==> config.mk <==
export PLATFORM = sky130hd
export DESIGN_NAME = sobel_top
export DESIGN_NICKNAME = d
export VERILOG_FILES = /design/src/sobel_pkg.sv /design/src/sobel_ctrl_if.sv /design/src/frame_mem.sv /design/src/sobel_datapath.sv /design/src/sobel_ctrl.sv /design/src/sobel_top.sv
export VERILOG_INCLUDE_DIRS = /design/src
export SDC_FILE = /design/constraint.sdc
export NUM_CORES = 2
export LEC_CHECK = 0
export BUFFER_PORTS_ARGS = -buffer_cell sky130_fd_sc_hd__buf_4
export CORE_MARGIN = 2
export CORE_UTILIZATION = 30
export CTS_CLUSTER_DIAMETER = 100
export DETAILED_ROUTE_END_ITERATION = 10
export GPL_TIMING_DRIVEN = 0
export SLEW_MARGIN = 20
export SYNTH_ARGS = -nofsm -noshare
export SYNTH_HDL_FRONTEND = slang
export SYNTH_SLANG_ARGS = --single-unit
==> constraint.sdc <==
create_clock -name clk -period 5.81 [get_ports clk]
set_input_delay 0 -clock clk [delete_from_list [all_inputs] [get_ports clk]]
set_output_delay 0 -clock clk [all_outputs]
set_load 0.02 [all_outputs]
==> src/sobel_settings.svh <==
`ifndef SOBEL_SETTINGS_SVH
`define SOBEL_SETTINGS_SVH

// frame geometry with four pixels per word
`define SOBEL_ROW_WORDS 4
`define SOBEL_ROWS 8

// data widths
`define SOBEL_PIX_W 8
`define SOBEL_WORD_W 32

`endif

==> src/sobel_pkg.sv <==
`include "sobel_settings.svh"

package sobel_pkg;

	typedef logic [`SOBEL_PIX_W-1:0] pixel_t;
	typedef logic [`SOBEL_WORD_W-1:0] word_t;
	typedef logic [$clog2(`SOBEL_ROW_WORDS * `SOBEL_ROWS)-1:0] addr_t;
	typedef logic signed [10:0] grad_t; // holds +/-1020

	typedef enum logic [3:0]
	{
		ST_IDLE,
		ST_CLEAR_ROW,
		ST_READ_PREV,
		ST_READ_CUR,
		ST_READ_NEXT,
		ST_LOAD_ROWS,
		ST_SHIFT,
		ST_WRITE,
		ST_NEXT_COL,
		ST_FINISH
	} ctrl_state_t;

endpackage

==> src/sobel_ctrl_if.sv <==
`timescale 1ns/1ps

interface sobel_ctrl_if;
	import sobel_pkg::*;

	logic pr_load;
	logic cr_load;
	logic nr_load;
	logic rows_load;
	logic shift_en;
	logic set_z;
	logic zero_row; // border row forces zero write data
	word_t rdata; // engine read data from frame_mem

	modport ctrl
	(
		output pr_load, cr_load, nr_load, rows_load, shift_en, set_z, zero_row
	);

	modport dp
	(
		input pr_load, cr_load, nr_load, rows_load, shift_en, set_z, rdata
	);

endinterface

==> src/frame_mem.sv <==
`timescale 1ns/1ps
`include "sobel_settings.svh"

module frame_mem
(
	input logic clk,
	input logic src_we,
	input sobel_pkg::addr_t src_addr,
	input sobel_pkg::word_t src_wdata,
	input sobel_pkg::addr_t eng_raddr,
	output sobel_pkg::word_t eng_rdata,
	input logic eng_we,
	input sobel_pkg::addr_t eng_waddr,
	input sobel_pkg::word_t eng_wdata,
	input sobel_pkg::addr_t res_addr,
	output sobel_pkg::word_t res_rdata
);
	import sobel_pkg::*;

	localparam int DEPTH = `SOBEL_ROW_WORDS * `SOBEL_ROWS;

	word_t src_mem [DEPTH];
	word_t res_mem [DEPTH];

	always_ff @(posedge clk)
	begin
		if (src_we)
			src_mem[src_addr] <= src_wdata; // host fills the frame
		eng_rdata <= src_mem[eng_raddr];
	end

	always_ff @(posedge clk)
	begin
		if (eng_we)
			res_mem[eng_waddr] <= eng_wdata;
		res_rdata <= res_mem[res_addr]; // host readback
	end

	a_src_addr: assert property (@(posedge clk) src_we |-> int'(src_addr) < DEPTH)
		else $error("source write past end of frame");
	a_res_addr: assert property (@(posedge clk) eng_we |-> int'(eng_waddr) < DEPTH)
		else $error("result write past end of frame");

endmodule

==> src/sobel_datapath.sv <==
`timescale 1ns/1ps
`include "sobel_settings.svh"

module sobel_datapath
(
	input logic clk,
	input logic rst_n,
	sobel_ctrl_if.dp ctl,
	output sobel_pkg::word_t out_word
);
	import sobel_pkg::*;

	localparam int PW = `SOBEL_PIX_W;
	localparam int WW = `SOBEL_WORD_W;

	word_t pr;
	word_t cr;
	word_t nr;
	word_t prr;
	word_t crr;
	word_t nrr;
	pixel_t win [3][3]; // [row top/mid/bot][col left/mid/right]
	grad_t gx;
	grad_t gy;
	logic [11:0] mag_sum;
	pixel_t mag;
	pixel_t pipe [6];

	function automatic grad_t ext(input pixel_t p);
		return grad_t'(p);
	endfunction

	function automatic logic [10:0] mag_of(input grad_t g);
		return g[10] ? 11'(-g) : 11'(g);
	endfunction

	always_ff @(posedge clk)
	begin
		if (ctl.pr_load)
			pr <= ctl.rdata;
		if (ctl.cr_load)
			cr <= ctl.rdata;
		if (ctl.nr_load)
			nr <= ctl.rdata;
	end

	always_ff @(posedge clk)
	begin
		if (ctl.rows_load)
		begin
			prr <= pr;
			crr <= cr;
			nrr <= nr;
		end
		else if (ctl.shift_en)
		begin
			prr <= {prr[WW-PW-1:0], PW'(0)}; // leftmost pixel leaves first
			crr <= {crr[WW-PW-1:0], PW'(0)};
			nrr <= {nrr[WW-PW-1:0], PW'(0)};
		end
	end

	always_ff @(posedge clk)
	begin
		if (ctl.shift_en)
		begin
			win[0][2] <= prr[WW-1 -: PW];
			win[1][2] <= crr[WW-1 -: PW];
			win[2][2] <= nrr[WW-1 -: PW];
			for (int r = 0; r < 3; r++)
			begin
				win[r][1] <= win[r][2];
				win[r][0] <= win[r][1];
			end
		end
	end

	always_ff @(posedge clk)
	begin
		if (ctl.shift_en)
		begin
			gx <= (ext(win[0][2]) - ext(win[0][0]))
				+ ((ext(win[1][2]) - ext(win[1][0])) <<< 1)
				+ (ext(win[2][2]) - ext(win[2][0]));
			gy <= (ext(win[0][0]) + (ext(win[0][1]) <<< 1) + ext(win[0][2]))
				- (ext(win[2][0]) + (ext(win[2][1]) <<< 1) + ext(win[2][2]));
		end
	end

	assign mag_sum = {1'b0, mag_of(gx)} + {1'b0, mag_of(gy)};

	always_ff @(posedge clk)
	begin
		if (!rst_n)
			mag <= '0;
		else if (ctl.set_z)
			mag <= '0; // border column
		else if (ctl.shift_en)
			mag <= pixel_t'(mag_sum >> 3);
	end

	always_ff @(posedge clk)
	begin
		if (ctl.shift_en)
		begin
			pipe[0] <= mag;
			for (int i = 1; i < 6; i++)
				pipe[i] <= pipe[i-1];
		end
	end

	// oldest stage is the leftmost pixel of the group
	assign out_word = {pipe[5], pipe[4], pipe[3], pipe[2]};

	a_load_shift: assert property (@(posedge clk) disable iff (!rst_n)
		!(ctl.rows_load && ctl.shift_en))
		else $error("rows_load and shift_en in the same cycle");
	a_mag_range: assert property (@(posedge clk) disable iff (!rst_n)
		ctl.shift_en |-> (mag_sum >> 3) <= 12'd255)
		else $error("magnitude above 255");

endmodule

==> src/sobel_ctrl.sv <==
`timescale 1ns/1ps
`include "sobel_settings.svh"

module sobel_ctrl
(
	input logic clk,
	input logic rst_n,
	input logic start_valid,
	output logic start_ready,
	output logic done,
	sobel_ctrl_if.ctrl ctl,
	output sobel_pkg::addr_t eng_raddr,
	output logic eng_we,
	output sobel_pkg::addr_t eng_waddr
);
	import sobel_pkg::*;

	localparam int ROW_W = $clog2(`SOBEL_ROWS);
	localparam int COL_W = $clog2(`SOBEL_ROW_WORDS + 2);
	localparam logic [ROW_W-1:0] LAST_ROW = ROW_W'(`SOBEL_ROWS - 1);
	localparam logic [ROW_W-1:0] PEN_ROW = ROW_W'(`SOBEL_ROWS - 2);
	localparam logic [COL_W-1:0] LAST_GRP = COL_W'(`SOBEL_ROW_WORDS - 1);
	localparam logic [COL_W-1:0] EDGE_GRP = COL_W'(`SOBEL_ROW_WORDS);
	localparam logic [COL_W-1:0] FLUSH_GRP = COL_W'(`SOBEL_ROW_WORDS + 1);
	localparam addr_t ROW_STEP = addr_t'(`SOBEL_ROW_WORDS);

	ctrl_state_t state;
	logic [ROW_W-1:0] row;
	logic [COL_W-1:0] col; // runs two groups past the row for pipeline flush
	logic [COL_W-1:0] wr_col;
	logic [1:0] sc; // shift within group
	logic ld_phase; // second cycle of LOAD_ROWS
	logic row_end;
	addr_t row_base;

	assign row_end = (state == ST_CLEAR_ROW && col == LAST_GRP)
		|| (state == ST_WRITE && col == FLUSH_GRP);

	always_ff @(posedge clk)
	begin
		if (!rst_n)
		begin
			state <= ST_IDLE;
			row <= '0;
			col <= '0;
			sc <= '0;
			ld_phase <= 1'b0;
		end
		else if (row_end)
		begin
			col <= '0;
			sc <= '0;
			if (row == LAST_ROW)
				state <= ST_FINISH;
			else
			begin
				row <= row + 1'b1;
				state <= (row == PEN_ROW) ? ST_CLEAR_ROW : ST_READ_PREV;
			end
		end
		else
		begin
			case (state)
				ST_IDLE:
					if (start_valid)
					begin
						row <= '0;
						col <= '0;
						state <= ST_CLEAR_ROW; // row 0 is border
					end
				ST_CLEAR_ROW:
					col <= col + 1'b1;
				ST_READ_PREV:
					state <= ST_READ_CUR;
				ST_READ_CUR:
					state <= ST_READ_NEXT;
				ST_READ_NEXT:
					state <= ST_LOAD_ROWS;
				ST_LOAD_ROWS:
					if (!ld_phase)
						ld_phase <= 1'b1;
					else
					begin
						ld_phase <= 1'b0;
						sc <= '0;
						state <= ST_SHIFT;
					end
				ST_SHIFT:
				begin
					sc <= sc + 1'b1;
					if (sc == 2'd1 && col >= COL_W'(2))
						state <= ST_WRITE; // group col-2 now aligned
					else if (sc == 2'd3)
						state <= ST_NEXT_COL;
				end
				ST_WRITE:
					state <= ST_SHIFT;
				ST_NEXT_COL:
				begin
					col <= col + 1'b1;
					state <= (col < LAST_GRP) ? ST_READ_PREV : ST_SHIFT;
				end
				ST_FINISH:
					state <= ST_IDLE;
				default:
					state <= ST_IDLE;
			endcase
		end
	end

	assign start_ready = (state == ST_IDLE);
	assign done = (state == ST_FINISH);

	assign ctl.pr_load = (state == ST_READ_CUR);
	assign ctl.cr_load = (state == ST_READ_NEXT);
	assign ctl.nr_load = (state == ST_LOAD_ROWS) && !ld_phase;
	assign ctl.rows_load = (state == ST_LOAD_ROWS) && ld_phase;
	assign ctl.shift_en = (state == ST_SHIFT);
	// zero the magnitudes of the first and last pixel of the row
	assign ctl.set_z = (state == ST_SHIFT)
		&& ((col == '0 && sc == 2'd3) || (col == EDGE_GRP && sc == 2'd2));
	assign ctl.zero_row = (state == ST_CLEAR_ROW);

	assign row_base = addr_t'(row * `SOBEL_ROW_WORDS);

	always_comb
	begin
		case (state)
			ST_READ_PREV:
				eng_raddr = row_base - ROW_STEP + addr_t'(col);
			ST_READ_NEXT:
				eng_raddr = row_base + ROW_STEP + addr_t'(col);
			default:
				eng_raddr = row_base + addr_t'(col);
		endcase
	end

	assign wr_col = (state == ST_WRITE) ? col - COL_W'(2) : col;
	assign eng_we = (state == ST_CLEAR_ROW) || (state == ST_WRITE);
	assign eng_waddr = row_base + addr_t'(wr_col);

endmodule

==> src/sobel_top.sv <==
`timescale 1ns/1ps

module sobel_top
(
	input logic clk,
	input logic rst_n,
	input logic src_we,
	input sobel_pkg::addr_t src_addr,
	input sobel_pkg::word_t src_wdata,
	input logic start_valid,
	output logic start_ready,
	output logic done,
	input sobel_pkg::addr_t res_addr,
	output sobel_pkg::word_t res_rdata
);
	import sobel_pkg::*;

	addr_t eng_raddr;
	addr_t eng_waddr;
	logic eng_we;
	word_t eng_wdata;
	word_t out_word;

	sobel_ctrl_if ctl ();

	frame_mem u_mem
	(
		.clk(clk),
		.src_we(src_we),
		.src_addr(src_addr),
		.src_wdata(src_wdata),
		.eng_raddr(eng_raddr),
		.eng_rdata(ctl.rdata),
		.eng_we(eng_we),
		.eng_waddr(eng_waddr),
		.eng_wdata(eng_wdata),
		.res_addr(res_addr),
		.res_rdata(res_rdata)
	);

	sobel_ctrl u_ctrl
	(
		.clk(clk),
		.rst_n(rst_n),
		.start_valid(start_valid),
		.start_ready(start_ready),
		.done(done),
		.ctl(ctl.ctrl),
		.eng_raddr(eng_raddr),
		.eng_we(eng_we),
		.eng_waddr(eng_waddr)
	);

	sobel_datapath u_dp
	(
		.clk(clk),
		.rst_n(rst_n),
		.ctl(ctl.dp),
		.out_word(out_word)
	);

	assign eng_wdata = ctl.zero_row ? '0 : out_word; // top and bottom rows

endmodule

Word-level counts from Yosys, hierarchy flattened. Memories as Yosys holds them, arrays and structs flattened. A register that Yosys moved wholly into a read port is not among the register bits. Index checks and enable logic that the tools add are counted.

Memories kept: 4. Word-level logic and storage cells: 130. Bits in writable memories: 2168. Bits of input ports: 46. Bits in registers: 235. Output and inout bits: 34.

Bitwise gates (word level): 2. Add/sub/neg operators: 23. Equal/unequal tests: 24. Order comparisons: 2. Mux-type cells: 34. Reductions and logical operators: 27.

Memory list: u_mem.res_mem (depth 32, width 32, rd ports 1, clocked after Yosys merged registers in 1, wr ports 1, line frame_mem.sv:23) `word_t res_mem [DEPTH];`; u_mem.src_mem (depth 32, width 32, rd ports 1, clocked after Yosys merged registers in 1, wr ports 1, line frame_mem.sv:22) `word_t src_mem [DEPTH];`; u_dp.win (depth 3, width 24, rd ports 3, clocked after Yosys merged registers in 0, wr ports 3, line sobel_datapath.sv:22) `pixel_t win [3][3];`; u_dp.pipe (depth 6, width 8, rd ports 6, clocked after Yosys merged registers in 0, wr ports 6, line sobel_datapath.sv:27) `pixel_t pipe [6];`.

Operators by type and width (number): $mux W32 (7); $pmux W4 S9 (1); $add A11 B11 Y11 (3); $sub A8 B8 Y9 (3); $mux W4 (6); $add A11 B9 Y11 (2); $mux W11 (2); $neg A11 Y11 (2); $add A5 B3 Y5 (4); $add A8 B9 Y10 (2); $mux W3 (6); $eq A4 B3 Y1 const B (4); $eq A3 B3 Y1 const B (4); $sub A11 B11 Y11 (1); $pmux W5 S2 (1); $reduce_bool A2 Y1 (5); $eq A4 B2 Y1 const B (2); $eq A4 B4 Y1 const B (2); $logic_and A1 B1 Y1 (8); $mux W1 (7); $add A3 B1 Y3 const B (2); $pmux W3 S2 (1); $reduce_and A2 Y1 (3); $reduce_or A2 Y1 (3); 24 further kinds (31).

Longest topological paths before layout.
Word-level depth: 5. Mapped depth: 17. Depth with buffers taken out: 17.

By module. A second synthesis with hierarchy kept.

Cell total of the unflattened synthesis: 5588. Area, all modules: 97188.2 um^2.

Modules (own cells, without submodules): frame_mem (cells an instance 4456, times used 1, area an instance 80738.7 um^2, seq. area each 62780.2 um^2); sobel_datapath (cells an instance 935, times used 1, area an instance 14994.4 um^2, seq. area each 10189.8 um^2); sobel_ctrl (cells an instance 162, times used 1, area an instance 1232.4 um^2, seq. area each 260.2 um^2); sobel_top (cells an instance 35, times used 1, area an instance 222.7 um^2, seq. area each 0.0 um^2).

Worst setup path before layout. OpenSTA, ideal clock, no wires.

Kind: flip-flop to flip-flop. From: reg u_ctrl.col[1]. To: mem u_mem.res_mem[10][0] (netlist bit) (enable). Period minus slack after synthesis: 4.336 ns. Setup time: 0.421 ns. Slack: 1.474 ns. Path buffers: 3. Cell stages (with the launch flop): 11. Data arrival time: 3.914 ns. Required time: 5.389 ns. Cell sequence: dfxtp_1 > clkbuf_1 > buf_2 > buf_1 > inv_1 > ha_1 > a21oi_1 > ha_1 > nor4_1 > nand3_1 > nor2_1.

Word-level cells in the longest chain between the ends: 3.

RTL lines: from (decl) (line sobel_ctrl.sv:29) `logic [COL_W-1:0] col;`; from (signal assigned) (line sobel_ctrl.sv:72) `col <= col + 1'b1;`; from (signal assigned) (line sobel_ctrl.sv:100) `col <= col + 1'b1;`; $sub A3 B2 Y3 (line sobel_ctrl.sv:138) `assign wr_col = (state == ST_WRITE) ? col - COL_W'(2) : col;`; $mux W3 (*) (line sobel_ctrl.sv:138); $add A5 B3 Y5 (*) (line sobel_ctrl.sv:140) `assign eng_waddr = row_base + addr_t'(wr_col);`; to (decl) (line frame_mem.sv:23).

Every way passes the cells marked *; elsewhere a longest branch is shown, timed or not.

Worst setup path after layout.
From: reg u_ctrl.col[1]. To: mem u_mem.res_mem[28][20] (netlist bit) (enable).

Same word-level chain as after synthesis.

==> flow_metrics.py <==
metrics = {
    "synthesis": {
        "synth-seq-area-share_pct": 76.63,
        "ys.flop_type": "edfxtp_1",
        "synth_edf_count": 2382,
        "synth_top_family_by_area": "multiplexers",
        "synthesis.instances": 4211,
        "yosys.area_share.xor_xnor_pct": 0.7240,
        "synthSimpleGateAreaFrac_pct": 1.624,
        "synthAdderAreaFrac_pct": 1.880,
        "syn-cell-area_sq_mm": 0.09556,
        "synth_seq_cells": 2467,
        "muxShareOfSynthArea_pct": 16.70,
        "ys_types": 64,
        "synth_nets": 4382,
        "synth_compound_area_share_pct": 1.054,
        "post_synth.cell_area_avg_sq_um": 22.69,
        "ys_warn_count": 0,
        "async_reset_ff_share_pct": 0,
    },
    "clock_tree": {
        "clockBufferDepth": 4,
        "cts_made_buffers": 271,
        "cts_resized": 0,
        "htree_levels": 5,
        "cts_sinks": 2467,
        "post-cts-setup-buffer-count": 0,
        "worstSkewPairLatency_ns": 0.89,
        "root_buffer": "clkbuf_16",
        "clk_pin_slew_ns": 0.06,
        "cts_tree": "done",
    },
    "timing": {
        "max_freq_mhz": 187.0,
        "grt_setup_unrepaired": "no",
        "slew_headroom_pct": 23.36,
        "hold_violations": 0,
        "fin_crit_sh_pct": 92.04,
        "tightest_slew_ns": 1.150,
        "setup_viol": 0,
        "final.setup.tns_ns": 0,
        "period_needed_ns": 5.347,
        "fin_skew_ns": 0.08227,
        "final_max_slew_viol_count": 0,
    },
    "critical_path": {
        "cpMostUsedCell": "ha_1",
        "cp.buffers_inverters": 4,
        "crit_chain": "clkbuf_1 -> buf_2 -> inv_1 -> ha_1 -> a21oi_1 -> ha_1 -> nor4b_1 -> nand3_1 -> nor2_4 -> buf_12",
        "critPathMaxFanout": 19,
        "cpMaxStageDelayCell": "buf_2",
        "cp-end-kind": "flop",
        "worstPathRequired_ns": 6.33,
        "crit_cells": 10,
        "crit_end": "u_mem.res_mem[28][20]",
        "reg2reg_setup_slack_ns": 0.46,
        "reg2reg_from": "u_ctrl.col[1]",
        "critPathLaunch": "u_ctrl.col[1]",
        "crit_arrival_ns": 5.87,
        "criticalPathCategory": "reg2reg",
        "critPathTopFamily": "buffers and inverters",
        "r2r_end": "u_mem.res_mem[28][20]",
        "cp-start-kind": "flop",
        "cp_slowest_stage_delay_ns": 0.80,
        "rr_worst_depth": 10,
    },
    "die": {
        "dieArea_sq_mm": 0.3231,
        "fp.dieW_um": 568.4,
        "io_pins": 80,
        "core_area_sq_mm": 0.3175,
        "start_util_pct": 30.10,
        "die_h_um": 568.4,
        "rows": 207,
    },
    "power_and_ir_drop": {
        "p_leak_nw": 35.91,
        "ir_drop_mv": 0.2927,
        "power_density_mw_per_mm2": 389.0,
    },
    "route": {
        "viasPerCell": 4.864,
        "drt_wl_total_mm": 224.5,
        "routedWlPerCell_um": 24.57,
        "antenna_left": 0,
        "drc": 0,
        "via_count": 44455,
        "first_pass_iters": 5,
        "drt_iter0_drc": 4852,
    },
    "worst_hold_path": {
        "worstHoldPathType": "in2reg",
    },
    "flow_run": {
        "cap_violations": 0,
    },
    "finish": {
        "final_layout_size_suffix_gt1_share_pct": 32.28,
        "finalNetCount": 4916,
        "area.sequential_sq_mm": 0.07323,
        "fillers": 28774,
        "syn_to_final_growth_pct": 19.32,
        "multi_input_comb_area_sq_mm": 0.02160,
        "fin_util_pct": 35.91,
    },
    "place": {
        "dpl.hpwl_mm": 150.2,
        "place_congestion": 0.7560,
        "io_buffers": 74,
    },
    "global_routing": {
        "grt_max_degree": 78,
        "grt_usage_pct": 13.65,
        "grt_pass1_wl_mm": 323.9,
        "antenna_found_initial": 17,
        "overflow": 0,
        "grt_pass1_vias": 46117,
    },
    "run_status": {
        "status": "complete, no violations",
    },
}
worst min-delay path by stage:
stage | from | to | cells after the start
after floorplan | src_wdata[0] | u_mem.src_mem[0][0] | 0
after global placement | rst_n | u_dp.mag[3] | 2
after detailed placement | rst_n | u_dp.mag[3] | 2
after CTS | src_wdata[13] | u_mem.src_mem[27][13] | 2
after global routing | src_wdata[13] | u_mem.src_mem[27][13] | 2
final | src_wdata[13] | u_mem.src_mem[27][13] | 2
report_power, final:
group,switching [mW],internal [mW]
sequential,0.254,20.7
combinational,3.80,2.72
clock,6.99,9.90
total,11.0,33.3
final cells by class:
type	count	share of cell area, %
multi-input cells	1443	18.94
well taps	4180	4.587
diodes	7	0.01536
plain buffers	180	0.7758
clock inverters	148	1.406
flip-flops and latches	2467	64.22
inverters	120	0.4016
clock buffers	333	6.294
repair buffers	262	3.362
per-layer routing:
metal | share of wire (%) | global-route usage (%) | wire length, um | vias to the layer above
met5 | 0.015 | 0 | 34 | -
met4 | 1.9 | 3.003 | 4309 | 6
met3 | 6.4 | 2.223 | 14440 | 291
met2 | 50 | 23.11 | 111700 | 1558
met1 | 42 | 18.45 | 94100 | 23971
li1 | - | - | - | 18629
cells in the final DEF, fill, tap and decap left out, types with 19 or more instances in the layout:
cell	synthesis	final
a21oi_1	48	48
and3_1	28	27
buf_12	0	71
buf_16	0	35
buf_2	59	59
buf_4	11	91
buf_6	11	33
bufinv_16	0	23
clkbuf_1	84	128
clkbuf_16	0	273
clkinv_1	0	38
clkinv_2	0	52
dfxtp_1	85	85
dlygate4sd3_1	0	42
edfxtp_1	2382	2382
fa_1	31	31
ha_1	94	94
inv_1	119	119
mux2_2	137	137
mux4_2	640	640
nand2_1	51	50
nor2_1	102	38
nor2_4	0	64
nor2b_2	0	31
o21ai_0	35	35
xnor2_1	54	54
xor2_1	20	19
worst register-to-register path, delay by kind of cell (launching register included):
family                   cells  cell delay (ns)
AO/OA/AOI/OAI                1             0.08
adder cells (fa/ha/maj)      2             0.63
buffers and inverters        4             1.96
AND/OR/NAND/NOR              3             1.92
flip-flops                   1             0.42
what timing repair did:
item	CTS	global route
hold buffers	42	0
setup endpoints to repair	226	0
endpoints found under the hold margin	1253	0
per-stage QoR:
step / instances / hold WS [ns] / total power, mW / area (sq um) / setup WS [ns]
2_1_floorplan: 4211 / 0.09887 / 25.22 / 95560 / 1.474
3_3_place_gp: 8465 / 0.2950 / 27.53 / 101300 / -2.824
3_5_place_dp: 8610 / 0.3100 / 27.91 / 104800 / -0.06655
4_1_cts: 9132 / 0.01770 / 44.82 / 114000 / 0.4554
5_1_grt: 9134 / 0.07291 / 45.87 / 114000 / 0.2633
6_report: 9140 / 0.08002 / 44.36 / 114000 / 0.4628
registers in the layout (all words and copies together) (netlist names), 32 cells and up:
name and count:
u_dp.nr 32, u_mem.res_rdata 32, u_dp.pr 32, u_dp.nrr 32, u_dp.crr 32, u_mem.src_mem 1024, u_mem.res_mem 1024, u_dp.prr 32
u_dp.win 72, u_mem.eng_rdata 32, u_dp.pipe 48, u_dp.cr 32
cell usage after synthesis (11+ instances only):
cell | n | share of area, %
buf_4 | 11 | 0.086
fa_1 | 31 | 0.65
buf_2 | 59 | 0.31
dfxtp_1 | 85 | 1.8
nand2_1 | 51 | 0.20
nor2_1 | 102 | 0.40
buf_6 | 11 | 0.13
edfxtp_1 | 2382 | 75
nor2b_1 | 47 | 0.31
xnor2_1 | 54 | 0.49
a21oi_1 | 48 | 0.25
nand3_1 | 14 | 0.073
nor3_1 | 16 | 0.084
ha_1 | 94 | 1.2
a21o_1 | 13 | 0.10
o21ai_0 | 35 | 0.18
clkbuf_1 | 84 | 0.33
inv_1 | 119 | 0.47
nand2b_1 | 12 | 0.079
buf_1 | 15 | 0.059
mux4_2 | 640 | 15
and3_1 | 28 | 0.18
xor2_1 | 20 | 0.18
mux2_2 | 137 | 1.6
kinds of logic after synthesis:
family                     count (synthesis)
muxes                                    777
and+or+nand+nor                          307
xor gates and xnor gates                  76
AOI/OAI and AO/OA                        158
adders and majority gates                125
buffers and inverters                    301
DFF                                     2467
(Power assumes the default switching activity.)
